$ cat src/source/fe_pkg.sv
package fe_pkg;

    ////////////////////////////////////////////////////////////
    // instruction side widths
    ////////////////////////////////////////////////////////////

    typedef logic [31:0] pc_t;
    typedef logic [31:0] inst_t;
    // branch class, sits on top of the predicted pc
    typedef logic [1:0]  brtype_t;
    typedef logic [33:0] pred_t;
    // bit 1 is slot 1, the older one; only 00, 10, 11 are legal
    typedef logic [1:0]  slot_valid_t;

    localparam brtype_t BR_NONE     = 2'd0;
    localparam brtype_t BR_COND     = 2'd1;
    localparam brtype_t BR_DIRECT   = 2'd2;
    localparam brtype_t BR_INDIRECT = 2'd3;

    localparam pc_t RESET_PC = 32'h1c00_0000;

    // major opcode, ir[31:26]
    localparam logic [5:0] OP_JIRL = 6'h13;
    localparam logic [5:0] OP_B    = 6'h14;
    localparam logic [5:0] OP_BL   = 6'h15;
    // beq, bne, blt, bge, bltu, bgeu are contiguous
    localparam logic [5:0] OP_BEQ  = 6'h16;
    localparam logic [5:0] OP_BGEU = 6'h1b;

    // rom word address, taken from pc[9:2]
    localparam int ROM_AW = 8;

endpackage

$ cat src/source/ibuf_pkg.sv
package ibuf_pkg;

    ////////////////////////////////////////////////////////////
    // instruction buffer geometry
    ////////////////////////////////////////////////////////////

    // entries in the circular queue, power of two
    localparam int IBUF_DEPTH = 16;
    localparam int IBUF_IW    = $clog2(IBUF_DEPTH);

    // slot index wraps on its own width
    typedef logic [IBUF_IW-1:0] ibuf_idx_t;

    // one extra bit so a full depth of credits fits
    typedef logic [IBUF_IW:0]   credit_t;

endpackage

$ cat src/source/inst_buffer.sv
`timescale 1ns/1ps

module inst_buffer (
    input  logic                clk,
    input  logic                rstn,
    input  logic                i_flush,
    input  logic                i_stall,
    // pair from fetch, slot 1 is older
    input  fe_pkg::pc_t         i_pc1,
    input  fe_pkg::inst_t       i_ir1,
    input  fe_pkg::pred_t       i_pred1,
    input  fe_pkg::pc_t         i_pc2,
    input  fe_pkg::inst_t       i_ir2,
    input  fe_pkg::pred_t       i_pred2,
    input  fe_pkg::slot_valid_t i_valid,
    // registered pair to decode
    output fe_pkg::pc_t         o_dec_pc1,
    output fe_pkg::inst_t       o_dec_ir1,
    output fe_pkg::pred_t       o_dec_pred1,
    output fe_pkg::pc_t         o_dec_pc2,
    output fe_pkg::inst_t       o_dec_ir2,
    output fe_pkg::pred_t       o_dec_pred2,
    output fe_pkg::slot_valid_t o_dec_valid,
    // freed slots back to fetch
    output ibuf_pkg::credit_t   o_credit_ret
);

    ////////////////////////////////////////////////////////////
    // queue storage
    ////////////////////////////////////////////////////////////

    fe_pkg::pc_t   pc_q   [ibuf_pkg::IBUF_DEPTH];
    fe_pkg::inst_t ir_q   [ibuf_pkg::IBUF_DEPTH];
    fe_pkg::pred_t pred_q [ibuf_pkg::IBUF_DEPTH];

    // head is the oldest entry, tail the next free one
    ibuf_pkg::ibuf_idx_t head;
    ibuf_pkg::ibuf_idx_t head_p1;
    ibuf_pkg::ibuf_idx_t tail;
    ibuf_pkg::ibuf_idx_t tail_p1;

    // stored entries only
    ibuf_pkg::credit_t count;
    // incoming this edge
    ibuf_pkg::credit_t n_in;
    // stored plus incoming
    ibuf_pkg::credit_t total;
    // moved to the decode registers this edge
    ibuf_pkg::credit_t n_deq;

    // oldest two of stored then incoming
    fe_pkg::pc_t   pick_pc1;
    fe_pkg::inst_t pick_ir1;
    fe_pkg::pred_t pick_pred1;
    fe_pkg::pc_t   pick_pc2;
    fe_pkg::inst_t pick_ir2;
    fe_pkg::pred_t pick_pred2;

    // indices wrap on their own width
    assign head_p1 = head + ibuf_pkg::ibuf_idx_t'(1);
    assign tail_p1 = tail + ibuf_pkg::ibuf_idx_t'(1);

    assign n_in  = ibuf_pkg::credit_t'(i_valid[1]) + ibuf_pkg::credit_t'(i_valid[0]);
    assign total = count + n_in;

    // up to two leave when decode is free
    always_comb begin
        if (i_stall) begin
            n_deq = '0;
        end else if (total >= ibuf_pkg::credit_t'(2)) begin
            n_deq = ibuf_pkg::credit_t'(2);
        end else begin
            n_deq = total;
        end
    end

    ////////////////////////////////////////////////////////////
    // output select with bypass
    ////////////////////////////////////////////////////////////

    always_comb begin
        // first slot: queue head, else straight from fetch
        if (count != '0) begin
            pick_pc1   = pc_q[head];
            pick_ir1   = ir_q[head];
            pick_pred1 = pred_q[head];
        end else begin
            pick_pc1   = i_pc1;
            pick_ir1   = i_ir1;
            pick_pred1 = i_pred1;
        end
        // second slot depends on how much is stored
        if (count >= ibuf_pkg::credit_t'(2)) begin
            pick_pc2   = pc_q[head_p1];
            pick_ir2   = ir_q[head_p1];
            pick_pred2 = pred_q[head_p1];
        end else if (count == ibuf_pkg::credit_t'(1)) begin
            pick_pc2   = i_pc1;
            pick_ir2   = i_ir1;
            pick_pred2 = i_pred1;
        end else begin
            pick_pc2   = i_pc2;
            pick_ir2   = i_ir2;
            pick_pred2 = i_pred2;
        end
    end

    // incoming always written at tail, bypassed ones get popped at once
    always_ff @(posedge clk) begin
        if (i_valid[1]) begin
            pc_q[tail]   <= i_pc1;
            ir_q[tail]   <= i_ir1;
            pred_q[tail] <= i_pred1;
        end
        if (i_valid[0]) begin
            pc_q[tail_p1]   <= i_pc2;
            ir_q[tail_p1]   <= i_ir2;
            pred_q[tail_p1] <= i_pred2;
        end
    end

    // decode payload, held while stalled
    always_ff @(posedge clk) begin
        if (!i_stall) begin
            o_dec_pc1   <= pick_pc1;
            o_dec_ir1   <= pick_ir1;
            o_dec_pred1 <= pick_pred1;
            o_dec_pc2   <= pick_pc2;
            o_dec_ir2   <= pick_ir2;
            o_dec_pred2 <= pick_pred2;
        end
    end

    ////////////////////////////////////////////////////////////
    // pointers, valid, credit return
    ////////////////////////////////////////////////////////////

    always_ff @(posedge clk) begin
        if (!rstn) begin
            head         <= '0;
            tail         <= '0;
            count        <= '0;
            o_dec_valid  <= 2'b00;
            o_credit_ret <= '0;
        end else if (i_flush) begin
            head         <= '0;
            tail         <= '0;
            count        <= '0;
            o_dec_valid  <= 2'b00;
            // everything held goes back, plus whatever arrived
            o_credit_ret <= total;
        end else begin
            head         <= head + ibuf_pkg::ibuf_idx_t'(n_deq);
            tail         <= tail + ibuf_pkg::ibuf_idx_t'(n_in);
            count        <= total - n_deq;
            o_credit_ret <= n_deq;
            if (!i_stall) begin
                // oldest first, so 01 never shows up
                if (total >= ibuf_pkg::credit_t'(2)) begin
                    o_dec_valid <= 2'b11;
                end else if (total == ibuf_pkg::credit_t'(1)) begin
                    o_dec_valid <= 2'b10;
                end else begin
                    o_dec_valid <= 2'b00;
                end
            end
        end
    end

endmodule

$ cat config.mk
export PLATFORM = sky130hd
export DESIGN_NAME = inst_buffer
export DESIGN_NICKNAME = d
export VERILOG_FILES = /design/src/source/fe_pkg.sv /design/src/source/ibuf_pkg.sv /design/src/source/inst_buffer.sv
export SDC_FILE = /design/constraint.sdc
export NUM_CORES = 2
export LEC_CHECK = 0
export BUFFER_PORTS_ARGS = -buffer_cell sky130_fd_sc_hd__buf_2
export CORE_MARGIN = 3
export CORE_UTILIZATION = 56
export CTS_CLUSTER_SIZE = 8
export DETAILED_ROUTE_END_ITERATION = 10
export HOLD_SLACK_MARGIN = 0.02
export PLACE_DENSITY = 0.83
export SETUP_SLACK_MARGIN = 0.1
export SLEW_MARGIN = 5
export SYNTH_ARGS = -nofsm -noshare
export SYNTH_HDL_FRONTEND = slang
export SYNTH_SLANG_ARGS = --single-unit
$ cat constraint.sdc
create_clock -name clk -period 9.9 [get_ports clk]
set_clock_uncertainty 0.05 [all_clocks]
set_input_delay 0.99 -clock clk [delete_from_list [all_inputs] [get_ports clk]]
set_output_delay 0.99 -clock clk [all_outputs]
set_load 0.005 [all_outputs]
# After elaboration in Yosys (flattened, before gate mapping)
# Memory sizes are Yosys's and may differ from the RTL's. A register that Yosys moved wholly into a read port is not among the register bits.
# Cells that the tools add are included.
# word_totals
inputBits,202
reg_bits,216
ramBits,1568
out_inout_bits,203
wordCells,49
n_memories,3
# mem_list
name,words,width,rd,rd_ports_with_merged_regs,wr,line,source
pred_q,16,34,2,1,2,inst_buffer.sv:34,fe_pkg::pred_t pred_q [ibuf_pkg::IBUF_DEPTH];
ir_q,16,32,2,1,2,inst_buffer.sv:33,fe_pkg::inst_t ir_q [ibuf_pkg::IBUF_DEPTH];
pc_q,16,32,2,1,2,inst_buffer.sv:32,fe_pkg::pc_t pc_q [ibuf_pkg::IBUF_DEPTH];
# classes
order_cmp,2
eq_ne,2
add_sub_neg,7
n_reduce_logical,2
bitwise_logic,1
muxes,21
# op_table
operator,n
$mux 32,6
$mux 34,3
$mux 5,3
$mux 4,3
$eq 5x1->1 const B,2
$ge 5x2->1 const B,2
$add 4x1->4 const B,2
$add 5x2->5,1
$reduce_bool 5->1,1
$sub 5x5->5,1
$add 4x2->4,1
$add 4x4->4,1
$mux 1,4
$mux 2,2
$add 1x1->2,1
$reduce_or 2->1,1
$not 1->1,1

# Longest topological paths before layout
# logic_depth
depth_word,7
mapped_depth,15

# Least setup slack after synthesis
# OpenSTA, ideal clock, no wires.
# synth_timing
path_kind,input to register
from,input port i_valid[0]
to,memory ir_q[1][0] (netlist bit) (enable)
stages,4
setup_slack_ns,1.026
arrival_time_ns,8.148
n_path_buf,1
path_cell_list,buf_2 -> mux2i_1 -> or2_2 -> nor3_1
# synth_rtl
item,line,source
from (decl),inst_buffer.sv:15,"input fe_pkg::slot_valid_t i_valid,"
to (decl),inst_buffer.sv:33,

# Worst setup path in the final report
# layout_timing
from,register count[0]
to,"register o_dec_pred1[29], data pin"
# layout_via
elab_chain_len,2
# layout_rtl
item,line,source
from (decl),inst_buffer.sv:43,ibuf_pkg::credit_t count;
from (signal assigned),inst_buffer.sv:155,count <= total - n_deq;
$reduce_bool 5->1,inst_buffer.sv:83,if (count != '0) begin
$mux 34,inst_buffer.sv:83,
named net pick_pred1[29],inst_buffer.sv:54,fe_pkg::pred_t pick_pred1;
to (signal assigned),inst_buffer.sv:127,o_dec_pred1 <= pick_pred1;
to (decl),inst_buffer.sv:19,"output fe_pkg::pred_t o_dec_pred1,"
# The timed path passes the listed nets, and every way through them passes these cells.
# A chain may end at the register's enable or synchronous reset.

==> run metrics <==
hold-critical path depth=3; Ys Warns=0; Period Utilization, post-route=50.9%; ys flop type=edfxtp_1; worst reg2reg path depth=6; Detailed Route WL=319000 µm; count of cell types in the netlist=47; I/O pin count=405; Worst slew margin=13.6%; final hold violations=0; CP endpoint kind=register; pwr/cell area=207 nW/µm²; CTS-repair resized insts=0; final setup margin=4.86 ns; clk_lat worst skew=0.90 ns; DR DRC count=0; Fillers=12200; Synth Area in XOR/XNOR=0.130%; M2 GR Usage=53.5%; Synth Area in Simple Gates=1.21%; Worst Setup Start Kind=register; # rows=154; Num CTS Buffers=241; mux share of post-synthesis cell area=39.1%; Layout Utilization=62.2%; core footprint=177000 µm²; synthesized flop and latch total=1784; Die Span X=429 µm; Root Driver=clkbuf_16; Post-synth EDFFs=1764; DRT Pass-1 Iters=8; worst vdd ir=648 µV; maximum clock insertion buffer count=3; status=completed; syn avg cell area=16.9 µm²; reg-to-reg slack, setup=4.86 ns; Area Overhead vs Synth=9.89%; GP Congestion=0.829; antenna violations before repair=66; Port Buffers=404; Max-cap violations=0; Vias/cell=7.56; Worst EP arrival=5.64 ns; total grt overflow=0; global-route wire length before repair=456000 µm; met1 usage=43.7%; Worst Path Required=10.50 ns; GRT Util Overall=34.2%; main combinational cell family by area after synthesis=multiplexers; DP Wirelength=158000 µm; Post-Synthesis Net Count=6156; Hold WC Path Type=in -> reg; Worst-Margin Slew=1.29 ns; CTS H-tree depth=4; Die Y=429 µm; layout cells sized above 1=48.4%; vias in the first global route=64600; Synth Area in Compound Gates=3.08%; post-route antenna net violation count=0; largest net degree at the start of global routing=117; Final nets=6239; Sum Neg Setup Slack=0 ns; Slew Viols, Final=0; DR WL/cell=37.8 µm; cell area after synthesis=100000 µm²; Placement Setup Slack=5.13 ns; CTS tree=yes; Final Critical Period=5.04 ns; kind of critical path=reg -> reg; Synth Instances=5939; Post-synth ARST share=0%; vias post-DR=63800; Top Usage Layer GRT=met2; Leak Pwr=34.2 nW; unrepaired setup endpoints after global routing=no; Hold Buf Count CTS=0; Final setup viols=0; Num Clock Sinks=1784; GR Layer Usage met3=7.75%; Starting Density=56.6%; CP max FO=41; Reg clk slew, reported paths=0.06 ns; # Post-CTS Setup Buffers=0; initial DRC count=10000; Peak Freq=0.199 GHz; die area=184000 µm²; post-synthesis sequential area ratio=53.2%; Post-Synth Adder-Cell Area=0.202%
-- cell families after synthesis --
kind of cell    Yosys count
mux                    2746
buf+inv                 677
xor+xnor                 14
simple gates            289
compound gates          412
fa+ha+maj                15
flops                  1784
other cells               2
-- power breakdown --
part | switching, mW | total (mW) | internal (mW)
logic | 3.43 | 5.92 | 2.49
registers | 0.429 | 9.48 | 9.05
clock network | 3.14 | 7.42 | 4.27
total | 7.00 | 22.8 | 15.8
-- final timing paths --
kind,start,endpoint
worst min register to register,o_dec_valid[0],o_dec_valid[0]
worst max-delay path,count[0],o_dec_pred1[29]
worst min-delay path,i_flush,o_credit_ret[4]
worst max register to register,count[0],o_dec_pred1[29]
-- worst max-delay path, stage by stage (launching register included) --
cell and delay (ns):
dfxtp_4 1.18, nand2b_4 0.73, and2_4 0.76, buf_4 0.84, buf_4 0.75, a22oi_1 0.20, o21a_1 0.18
-- state kept, by name, indices dropped and copies added (netlist names) --
register      count
pred_q          544
ir_q            512
pc_q            512
o_dec_pred1      34
o_dec_pred2      34
o_dec_ir1        32
o_dec_ir2        32
o_dec_pc1        32
o_dec_pc2        32
count             5
o_credit_ret      5
head              4
tail              4
o_dec_valid       2
-- through the flow --
step / hold slack, ns / area, µm² / std cells / power (mW)
after global routing: 0.328 / 110000 / 8424 / 23.4
after CTS: 0.286 / 110000 / 8389 / 22.7
after global placement: 0.423 / 104000 / 8119 / 15.3
after detailed placement: 0.428 / 104000 / 8119 / 15.4
final: 0.340 / 110000 / 8438 / 22.8
after floorplan: 0.417 / 100000 / 5939 / 13.1
-- final cells by class --
type                       instances  area (µm²)  share of cell area (%)
sequential                      1784       53400                    48.4
multi-input combinational       3478       44200                    40.1
clock buffer                     253        6080                    5.51
timing repair buffer             511        3140                    2.85
tap                             2340        2930                    2.66
clock inverter                    17         337                   0.305
antenna                           49         123                   0.111
inverter                           6        30.0                  0.0272
-- synthesized netlist by cell type (all sizes together) (4+ instances only) --
master,number,area (µm²)
nor2b,10,62.6
xor2,7,68.8
mux4,784,17700
ha,13,163
edfxtp,1764,53000
a22oi,99,743
nor3,4,20.0
xnor2,7,61.3
nand3,6,30.0
clkbuf,316,1190
a32o,99,991
mux2,1568,17700
a21oi,102,510
dfxtp,20,400
inv,6,22.5
o21a,99,743
nand2,209,785
and2,8,50.1
buf,355,1820
mux2i,394,3940
nand2b,9,56.3
nor2,36,150
-- placed cells by master (no fill, tap or decap), types with 20 or more instances in the layout --
cell type	n
edfxtp_1	1764
a21oi_1	102
diode_2	49
nand2_1	206
buf_4	82
clkbuf_16	241
nor2_4	20
buf_12	25
buf_2	404
mux2_2	1328
a32o_1	99
mux2_1	240
mux2i_1	394
o21a_1	99
mux4_2	784
a22oi_1	99
-- per-layer routing --
layer | wire (µm) | vias to the layer above
met4 | 20600 | 22
met1 | 106000 | 32500
met3 | 42600 | 1107
li1 | - | 24600
met5 | 152 | -
met2 | 149000 | 5553
No activity file was read; power rests on OpenSTA's default activity.
