<file path="src/source/fe_pkg.sv">
package fe_pkg;

    ////////////////////////////////////////////////////////////
    // instruction side widths
    ////////////////////////////////////////////////////////////

    typedef logic [31:0] pc_t;
    typedef logic [31:0] inst_t;
    // branch class, sits on top of the predicted pc
    typedef logic [1:0]  brtype_t;
    typedef logic [33:0] pred_t;
    // bit 1 is slot 1, the older one; only 00, 10, 11 are legal
    typedef logic [1:0]  slot_valid_t;

    localparam brtype_t BR_NONE     = 2'd0;
    localparam brtype_t BR_COND     = 2'd1;
    localparam brtype_t BR_DIRECT   = 2'd2;
    localparam brtype_t BR_INDIRECT = 2'd3;

    localparam pc_t RESET_PC = 32'h1c00_0000;

    // major opcode, ir[31:26]
    localparam logic [5:0] OP_JIRL = 6'h13;
    localparam logic [5:0] OP_B    = 6'h14;
    localparam logic [5:0] OP_BL   = 6'h15;
    // beq, bne, blt, bge, bltu, bgeu are contiguous
    localparam logic [5:0] OP_BEQ  = 6'h16;
    localparam logic [5:0] OP_BGEU = 6'h1b;

    // rom word address, taken from pc[9:2]
    localparam int ROM_AW = 8;

endpackage

</file>
<file path="src/source/ibuf_pkg.sv">
package ibuf_pkg;

    ////////////////////////////////////////////////////////////
    // instruction buffer geometry
    ////////////////////////////////////////////////////////////

    // entries in the circular queue, power of two
    localparam int IBUF_DEPTH = 16;
    localparam int IBUF_IW    = $clog2(IBUF_DEPTH);

    // slot index wraps on its own width
    typedef logic [IBUF_IW-1:0] ibuf_idx_t;

    // one extra bit so a full depth of credits fits
    typedef logic [IBUF_IW:0]   credit_t;

endpackage

</file>
<file path="src/source/fetch_unit.sv">
`timescale 1ns/1ps

module fetch_unit (
    input  logic                      clk,
    input  logic                      rstn,
    // redirect from the back end
    input  logic                      i_flush,
    input  fe_pkg::pc_t               i_flush_pc,
    // slots freed by the buffer
    input  ibuf_pkg::credit_t         i_credit_ret,
    // rom side
    output logic [fe_pkg::ROM_AW-1:0] o_raddr1,
    output logic [fe_pkg::ROM_AW-1:0] o_raddr2,
    input  fe_pkg::inst_t             i_rdata1,
    input  fe_pkg::inst_t             i_rdata2,
    // pair to the buffer
    output fe_pkg::pc_t               o_pc1,
    output fe_pkg::inst_t             o_ir1,
    output fe_pkg::pred_t             o_pred1,
    output fe_pkg::pc_t               o_pc2,
    output fe_pkg::inst_t             o_ir2,
    output fe_pkg::pred_t             o_pred2,
    output fe_pkg::slot_valid_t       o_valid
);

    // boot holds the pair back for the first cycle out of reset
    typedef enum logic {
        FETCH_BOOT,
        FETCH_RUN
    } fetch_state_t;

    fetch_state_t      state;
    fe_pkg::pc_t       pc;
    fe_pkg::pc_t       pc_seq;
    fe_pkg::pc_t       next_pc;
    ibuf_pkg::credit_t credits;
    ibuf_pkg::credit_t sent;

    ////////////////////////////////////////////////////////////
    // predecode
    ////////////////////////////////////////////////////////////

    // branch class on top, predicted next pc below
    function automatic fe_pkg::pred_t predecode(input fe_pkg::pc_t pc_in,
                                                input fe_pkg::inst_t ir);
        logic [5:0]      opcode;
        logic [25:0]     offs;
        fe_pkg::brtype_t br;
        fe_pkg::pc_t     target;
        opcode = ir[31:26];
        // offs26 is split, high part in ir[9:0]
        offs   = {ir[9:0], ir[25:10]};
        if (opcode == fe_pkg::OP_B || opcode == fe_pkg::OP_BL) begin
            br = fe_pkg::BR_DIRECT;
        end else if (opcode == fe_pkg::OP_JIRL) begin
            br = fe_pkg::BR_INDIRECT;
        end else if (opcode >= fe_pkg::OP_BEQ && opcode <= fe_pkg::OP_BGEU) begin
            br = fe_pkg::BR_COND;
        end else begin
            br = fe_pkg::BR_NONE;
        end
        // only direct jumps are followed
        if (br == fe_pkg::BR_DIRECT) begin
            target = pc_in + {{4{offs[25]}}, offs, 2'b00};
        end else begin
            target = pc_in + 32'd4;
        end
        return {br, target};
    endfunction

    assign pc_seq   = pc + 32'd4;
    assign o_raddr1 = pc[fe_pkg::ROM_AW+1:2];
    assign o_raddr2 = pc_seq[fe_pkg::ROM_AW+1:2];

    assign o_pc1   = pc;
    assign o_ir1   = i_rdata1;
    assign o_pred1 = predecode(pc, i_rdata1);
    assign o_pc2   = pc_seq;
    assign o_ir2   = i_rdata2;
    assign o_pred2 = predecode(pc_seq, i_rdata2);

    ////////////////////////////////////////////////////////////
    // send decision
    ////////////////////////////////////////////////////////////

    always_comb begin
        o_valid = 2'b00;
        // nothing goes out on a flush edge
        if (state == FETCH_RUN && !i_flush && credits >= ibuf_pkg::credit_t'(1)) begin
            o_valid[1] = 1'b1;
            // pair ends at a taken jump
            if (credits >= ibuf_pkg::credit_t'(2) && o_pred1[33:32] != fe_pkg::BR_DIRECT) begin
                o_valid[0] = 1'b1;
            end
        end
    end

    assign sent = ibuf_pkg::credit_t'(o_valid[1]) + ibuf_pkg::credit_t'(o_valid[0]);

    // follow the last slot that went out
    always_comb begin
        case (o_valid)
            2'b11:   next_pc = o_pred2[31:0];
            2'b10:   next_pc = o_pred1[31:0];
            default: next_pc = pc;
        endcase
    end

    always_ff @(posedge clk) begin
        if (!rstn) begin
            state   <= FETCH_BOOT;
            pc      <= fe_pkg::RESET_PC;
            credits <= ibuf_pkg::credit_t'(ibuf_pkg::IBUF_DEPTH);
        end else begin
            state   <= FETCH_RUN;
            // returned credits count even on a flush edge
            credits <= credits + i_credit_ret - sent;
            pc      <= i_flush ? i_flush_pc : next_pc;
        end
    end

endmodule

</file>
<file path="config.mk">
export PLATFORM = sky130hd
export DESIGN_NAME = fetch_unit
export DESIGN_NICKNAME = d
export VERILOG_FILES = /design/src/source/fe_pkg.sv /design/src/source/ibuf_pkg.sv /design/src/source/fetch_unit.sv
export SDC_FILE = /design/constraint.sdc
export NUM_CORES = 1
export LEC_CHECK = 0
export ABC_AREA = 1
export BUFFER_PORTS_ARGS = -buffer_cell sky130_fd_sc_hd__buf_2
export CORE_MARGIN = 2
export CORE_UTILIZATION = 39
export CTS_CLUSTER_SIZE = 8
export DETAILED_ROUTE_END_ITERATION = 16
export GPL_TIMING_DRIVEN = 0
export PLACE_DENSITY = 0.63
export SLEW_MARGIN = 20
export SYNTH_ARGS = -nofsm -noshare
export SYNTH_HDL_FRONTEND = slang
export SYNTH_SLANG_ARGS = --single-unit
</file>
<file path="constraint.sdc">
create_clock -name clk -period 4.85 [get_ports clk]
set_input_delay 0.97 -clock clk [delete_from_list [all_inputs] [get_ports clk]]
set_output_delay 0.97 -clock clk [all_outputs]
set_load 0.01 [all_outputs]
</file>
== Yosys cells after proc, flatten, opt, wreduce, memory -nomap -nowiden ==
Index checks and enable logic that the tools add are counted.
Word-level totals
  register bits: 38
  bits in latches: 0
  memory bits (writable): 0
  ROM bits: 0
  output and inout port bits: 214
  logic and storage cells: 49
  memories: 0
Operators by class
  add/subtract/negate cells: 7
  $mul: 0
  div/mod/pow operators: 0
  magnitude comparators: 6
  eq/ne operators: 11
  shift operators: 0
  muxes and demuxes: 13
  bitwise gates (word level): 0
  reduce and logical (&&, ||, !) cells: 9
Operators by type and width (number)
  32-bit 2-to-1 mux: 3
  32-bit by 3-bit adder with 32-bit output, second input constant: 2
  32-bit adder: 2
  32-bit one-hot mux with 2 select lines: 1
  6-bit by 5-bit equality test with 1-bit output, second input constant: 6
  6-bit by 5-bit >= comparator with 1-bit output, second input constant: 2
  6-bit by 5-bit <= comparator with 1-bit output, second input constant: 2
  2-bit 2-to-1 mux: 5
  2-bit equality test, second input constant: 4
  5-bit adder: 1
  5-bit by 1-bit >= comparator with 1-bit output, second input constant: 1
  5-bit by 2-bit >= comparator with 1-bit output, second input constant: 1
  1-bit logical AND: 5
  5-bit by 2-bit subtractor with 5-bit output: 1
  1-bit 2-to-1 mux: 4
  3-bit nonzero test: 1
  1-bit by 1-bit adder with 2-bit output: 1
  1-bit logical OR: 2
  2-bit != test, second input constant: 1
  1-bit zero test: 1

== Logic depth before layout (Yosys ltp) ==
  word-level depth: 12
  depth in mapped cells: 24
  mapped depth without buffers: 24

== Worst setup path after synthesis ==
No wires, ideal clock.
  path type: input to output
  from: in i_rdata2[30]
  to: out o_pred2[26]
  arrival: 3.077 ns
  required time: 3.880 ns
  slack: 0.803 ns
  stages: 20
  buffers on the path: 0
  path through: inv_1 nor2_1 nand3b_1 nor2_1 inv_1 or2_2 ha_1 inv_1 fa_1 inv_1 nand2_1 o21ai_1 inv_1 o21ai_1 nand2_1 nand2_1 nand2_1 nand2_1 nand2_1 nand2_1
On the way
  word-level cells in the longest chain between the ends: 7
  elaborated cells between the ends (all ways): 12
Ends and longest elaborated chain
  start: declaration: line fetch_unit.sv:15  | input fe_pkg::inst_t i_rdata2,
  6-bit by 5-bit >= comparator with 1-bit output / 6-bit by 5-bit <= comparator with 1-bit output (equally long branches): line fetch_unit.sv:57  | end else if (opcode >= fe_pkg::OP_BEQ && opcode <= fe_pkg::OP_BGEU) begin
  1-bit logical AND: line fetch_unit.sv:57
  1-bit 2-to-1 mux: line fetch_unit.sv:57
  2-bit 2-to-1 mux: line fetch_unit.sv:55  | end else if (opcode == fe_pkg::OP_JIRL) begin
  2-bit 2-to-1 mux *: line fetch_unit.sv:53  | if (opcode == fe_pkg::OP_B || opcode == fe_pkg::OP_BL) begin
  2-bit equality test *: line fetch_unit.sv:63  | if (br == fe_pkg::BR_DIRECT) begin
  32-bit 2-to-1 mux *: line fetch_unit.sv:63
  end: declaration: line fetch_unit.sv:22  | output fe_pkg::pred_t o_pred2,
Every way passes the cells marked *; elsewhere a longest branch is shown, timed or not.

== Worst setup path after layout ==
Ends and elaborated chain as after synthesis.

==> flow_summary.json <==
{
  "drv_cap": 0,
  "tns_ns": 0,
  "wl_per_cell_um": 17.0,
  "synth_cell_type_count": 46,
  "grt_pass1_wl_mm": 52.7,
  "hp-class": "flip-flop to flip-flop",
  "path_clk_slew_ns": 0.07,
  "yosysTopAreaCell": "nand2_1",
  "numCtsBuffers": 5,
  "crit_fanout": 7,
  "start_util": 0.394,
  "vias": 10700,
  "synth_flop_cell": "dfxtp_1",
  "yosysWarnings": 0,
  "ys_seq_area_frac": 0.0923,
  "synth-edff-count": 0,
  "finalSetupViolations": 0,
  "syn_nets": 1687,
  "root_buffer": "clkbuf_16",
  "overflow": 0,
  "critPathKind": "primary input to primary output",
  "start_kind": "primary input",
  "drtIter0Drc": 802,
  "clk_latency_ns": 0.29,
  "dpl-instance-area_um2": 10200,
  "power_leakage_nw": 6.32,
  "finalWirelength_mm": 35.9,
  "grtUsageTotal": 0.308,
  "finalInstanceArea_um2": 10500,
  "drc": 0,
  "finalMaxSlewViolations": 0,
  "hpwl_mm": 31.0,
  "drt-pass1-iter-count": 5,
  "tightestPinTransition_ns": 0.798,
  "dieArea_um2": 22300,
  "chipWidth_um": 149,
  "htree_levels": 2,
  "skew_ns": 0.00985,
  "cts_tree": "done",
  "cts.sinks": 38,
  "core_um2": 20900,
  "hold_ws_ns": 0.564,
  "worstPathRequired_ns": 3.88,
  "avgSynthCellArea_um2": 5.45,
  "area_growth_pct": 27.4,
  "antennaDiodeCount": 0,
  "syn-instance-count": 1512,
  "fin_crit_ns": 4.67,
  "fin_nets": 2014,
  "port_buffers": 317,
  "syn_area_um2": 8240,
  "fillers": 2306,
  "async_flop_share": 0,
  "num_rows": 53,
  "io_pins": 318,
  "cts_buffer_depth": 2,
  "ant_nets": 0,
  "fp.dieH_um": 149,
  "ys_ff_latch": 38,
  "grt_max_degree": 13,
  "ys_top_cells_by_area": "nand2_1 21%, inv_1 11%, ha_1 10%, dfxtp_1 9.2%, buf_4 7.9%",
  "end_kind": "primary output",
  "crit_arrival_ns": 3.70,
  "drive_gt1_frac": 0.263,
  "hold_viol_final": 0,
  "status": "completed",
  "fin_crit_sh": 0.963,
  "ir_worst_vdd_mv": 0.133,
  "postCtsHoldBufs": 0,
  "via_per_inst": 5.07,
  "fmax_ghz": 0.214,
  "power.density_nw_per_um2": 219,
  "yosys.area.top_type_share": 0.206,
  "grt_pass1_vias": 9657,
  "antenna_found_initial": 0,
  "worst_slew_margin_rel": 0.466,
  "gp_congestion": 0.957
}
## metal layers
metal,global-route usage,up-vias,part of all wire
li1,-,5372,-
met1,0.415,4832,0.43
met2,0.529,451,0.47
met3,0.0141,74,0.065
met4,0.0967,0,0.032
met5,0,-,0
## state kept, by name, summed over array words and instances, names as in the netlist
signal   cells
o_pc1       32
state        1
credits      5
## worst paths after layout
check / start / to / slack, ns / depth (start not counted)
setup / recovery: i_rdata2[30] / o_pred2[26] / 0.18 / 22
hold / removal: o_pc1[8]$_SDFFE_PN0N_ / o_pc1[8]$_SDFFE_PN0N_ / 0.56 / 2
setup reg to reg: o_pc1[2]$_SDFFE_PN0N_ / o_pc1[21]$_SDFFE_PN0N_ / 1.12 / 21
hold reg to reg: o_pc1[8]$_SDFFE_PN0N_ / o_pc1[8]$_SDFFE_PN0N_ / 0.56 / 2
## Yosys cell counts (2+ instances only)
cell / number
a21o_1: 4
a21oi_1: 93
a21oi_2: 2
a31oi_1: 4
and2_1: 17
buf_1: 2
buf_2: 7
buf_4: 87
clkbuf_1: 12
clkinv_1: 2
dfxtp_1: 38
fa_1: 4
ha_1: 67
inv_1: 247
inv_2: 4
nand2_1: 452
nand2_2: 4
nand3_1: 118
nand3_2: 4
nand3b_1: 9
nand4_1: 16
nor2_1: 151
nor2_2: 4
nor2_4: 6
nor3_1: 21
nor4_1: 5
o211ai_1: 4
o21a_1: 3
o21ai_0: 59
o21ai_1: 5
o21bai_1: 5
o221ai_1: 4
or2_2: 4
xnor2_1: 9
xor2_1: 28
## through the flow
step	instances	setup slack, ns	util	power [mW]
after floorplan	1512	0.803	-	1.31
after global placement	2104	-0.0760	0.487	1.81
after detailed placement	2104	-0.0609	0.487	1.82
after CTS	2113	0.00846	0.497	2.27
after global routing	2115	-0.000768	0.502	2.45
final	2115	0.182	0.502	2.30
## cell families after synthesis
family | Yosys count | synth area share
AOI/OAI and AO/OA | 189 | 0.125
xor gates and xnor gates | 38 | 0.0413
adders and majority gates | 71 | 0.111
buffers and inverters | 361 | 0.205
DFF | 38 | 0.0923
and+or+nand+nor | 815 | 0.425
## repair_timing
action,CTS,global route
resized for setup,5,34
pin swaps,0,1
endpoints found under the setup margin,4,22
setup buffers,1,2
## cell usage in the layout (no fill, tap or decap), types with 5 or more instances in the layout
cell / instances
xor2_1: 26
buf_2: 325
dfxtp_1: 31
o21bai_1: 5
clkbuf_16: 5
inv_1: 247
a21oi_1: 85
o21ai_1: 6
o21ai_0: 56
xnor2_1: 9
buf_4: 90
nand3b_1: 9
nor2_1: 146
nor2_4: 7
dfxtp_2: 7
inv_2: 5
nor3_1: 20
nand3_1: 118
a21oi_2: 10
and2_1: 17
ha_1: 66
nor2_2: 8
clkbuf_1: 10
nand4_1: 16
nand2_1: 452
## area by class of cell
type	count	area (µm²)	share of cell area
inverter	253	950	0.0905
buffer	108	743	0.0708
timing repair buffer	320	1610	0.153
sequential	38	769	0.0733
tap	275	344	0.0328
clock buffer	6	139	0.0132
multi-input combinational	1113	5880	0.560
clock inverter	2	60.1	0.00572
## critical path, cell delays in order
cell      delay [ns]
buf_2           0.10
inv_1           0.04
nor2_1          0.05
nand3b_1        0.12
nor2_2          0.06
inv_1           0.18
or2_2           0.15
ha_1            0.17
inv_1           0.06
fa_1            0.43
inv_1           0.13
nand2_1         0.10
o21ai_2         0.20
inv_1           0.10
o21ai_4         0.18
nand2_1         0.09
nand2_1         0.10
nand2_1         0.08
nand2_1         0.06
nand2_1         0.06
nand2_1         0.10
buf_2           0.15
## power breakdown
group	leakage, nW	switching (mW)	internal (mW)
combinational	5.91	0.877	0.529
clock	0.0971	0.148	0.309
sequential	0.317	0.0774	0.362
No activity file was read; power rests on OpenSTA's default activity.
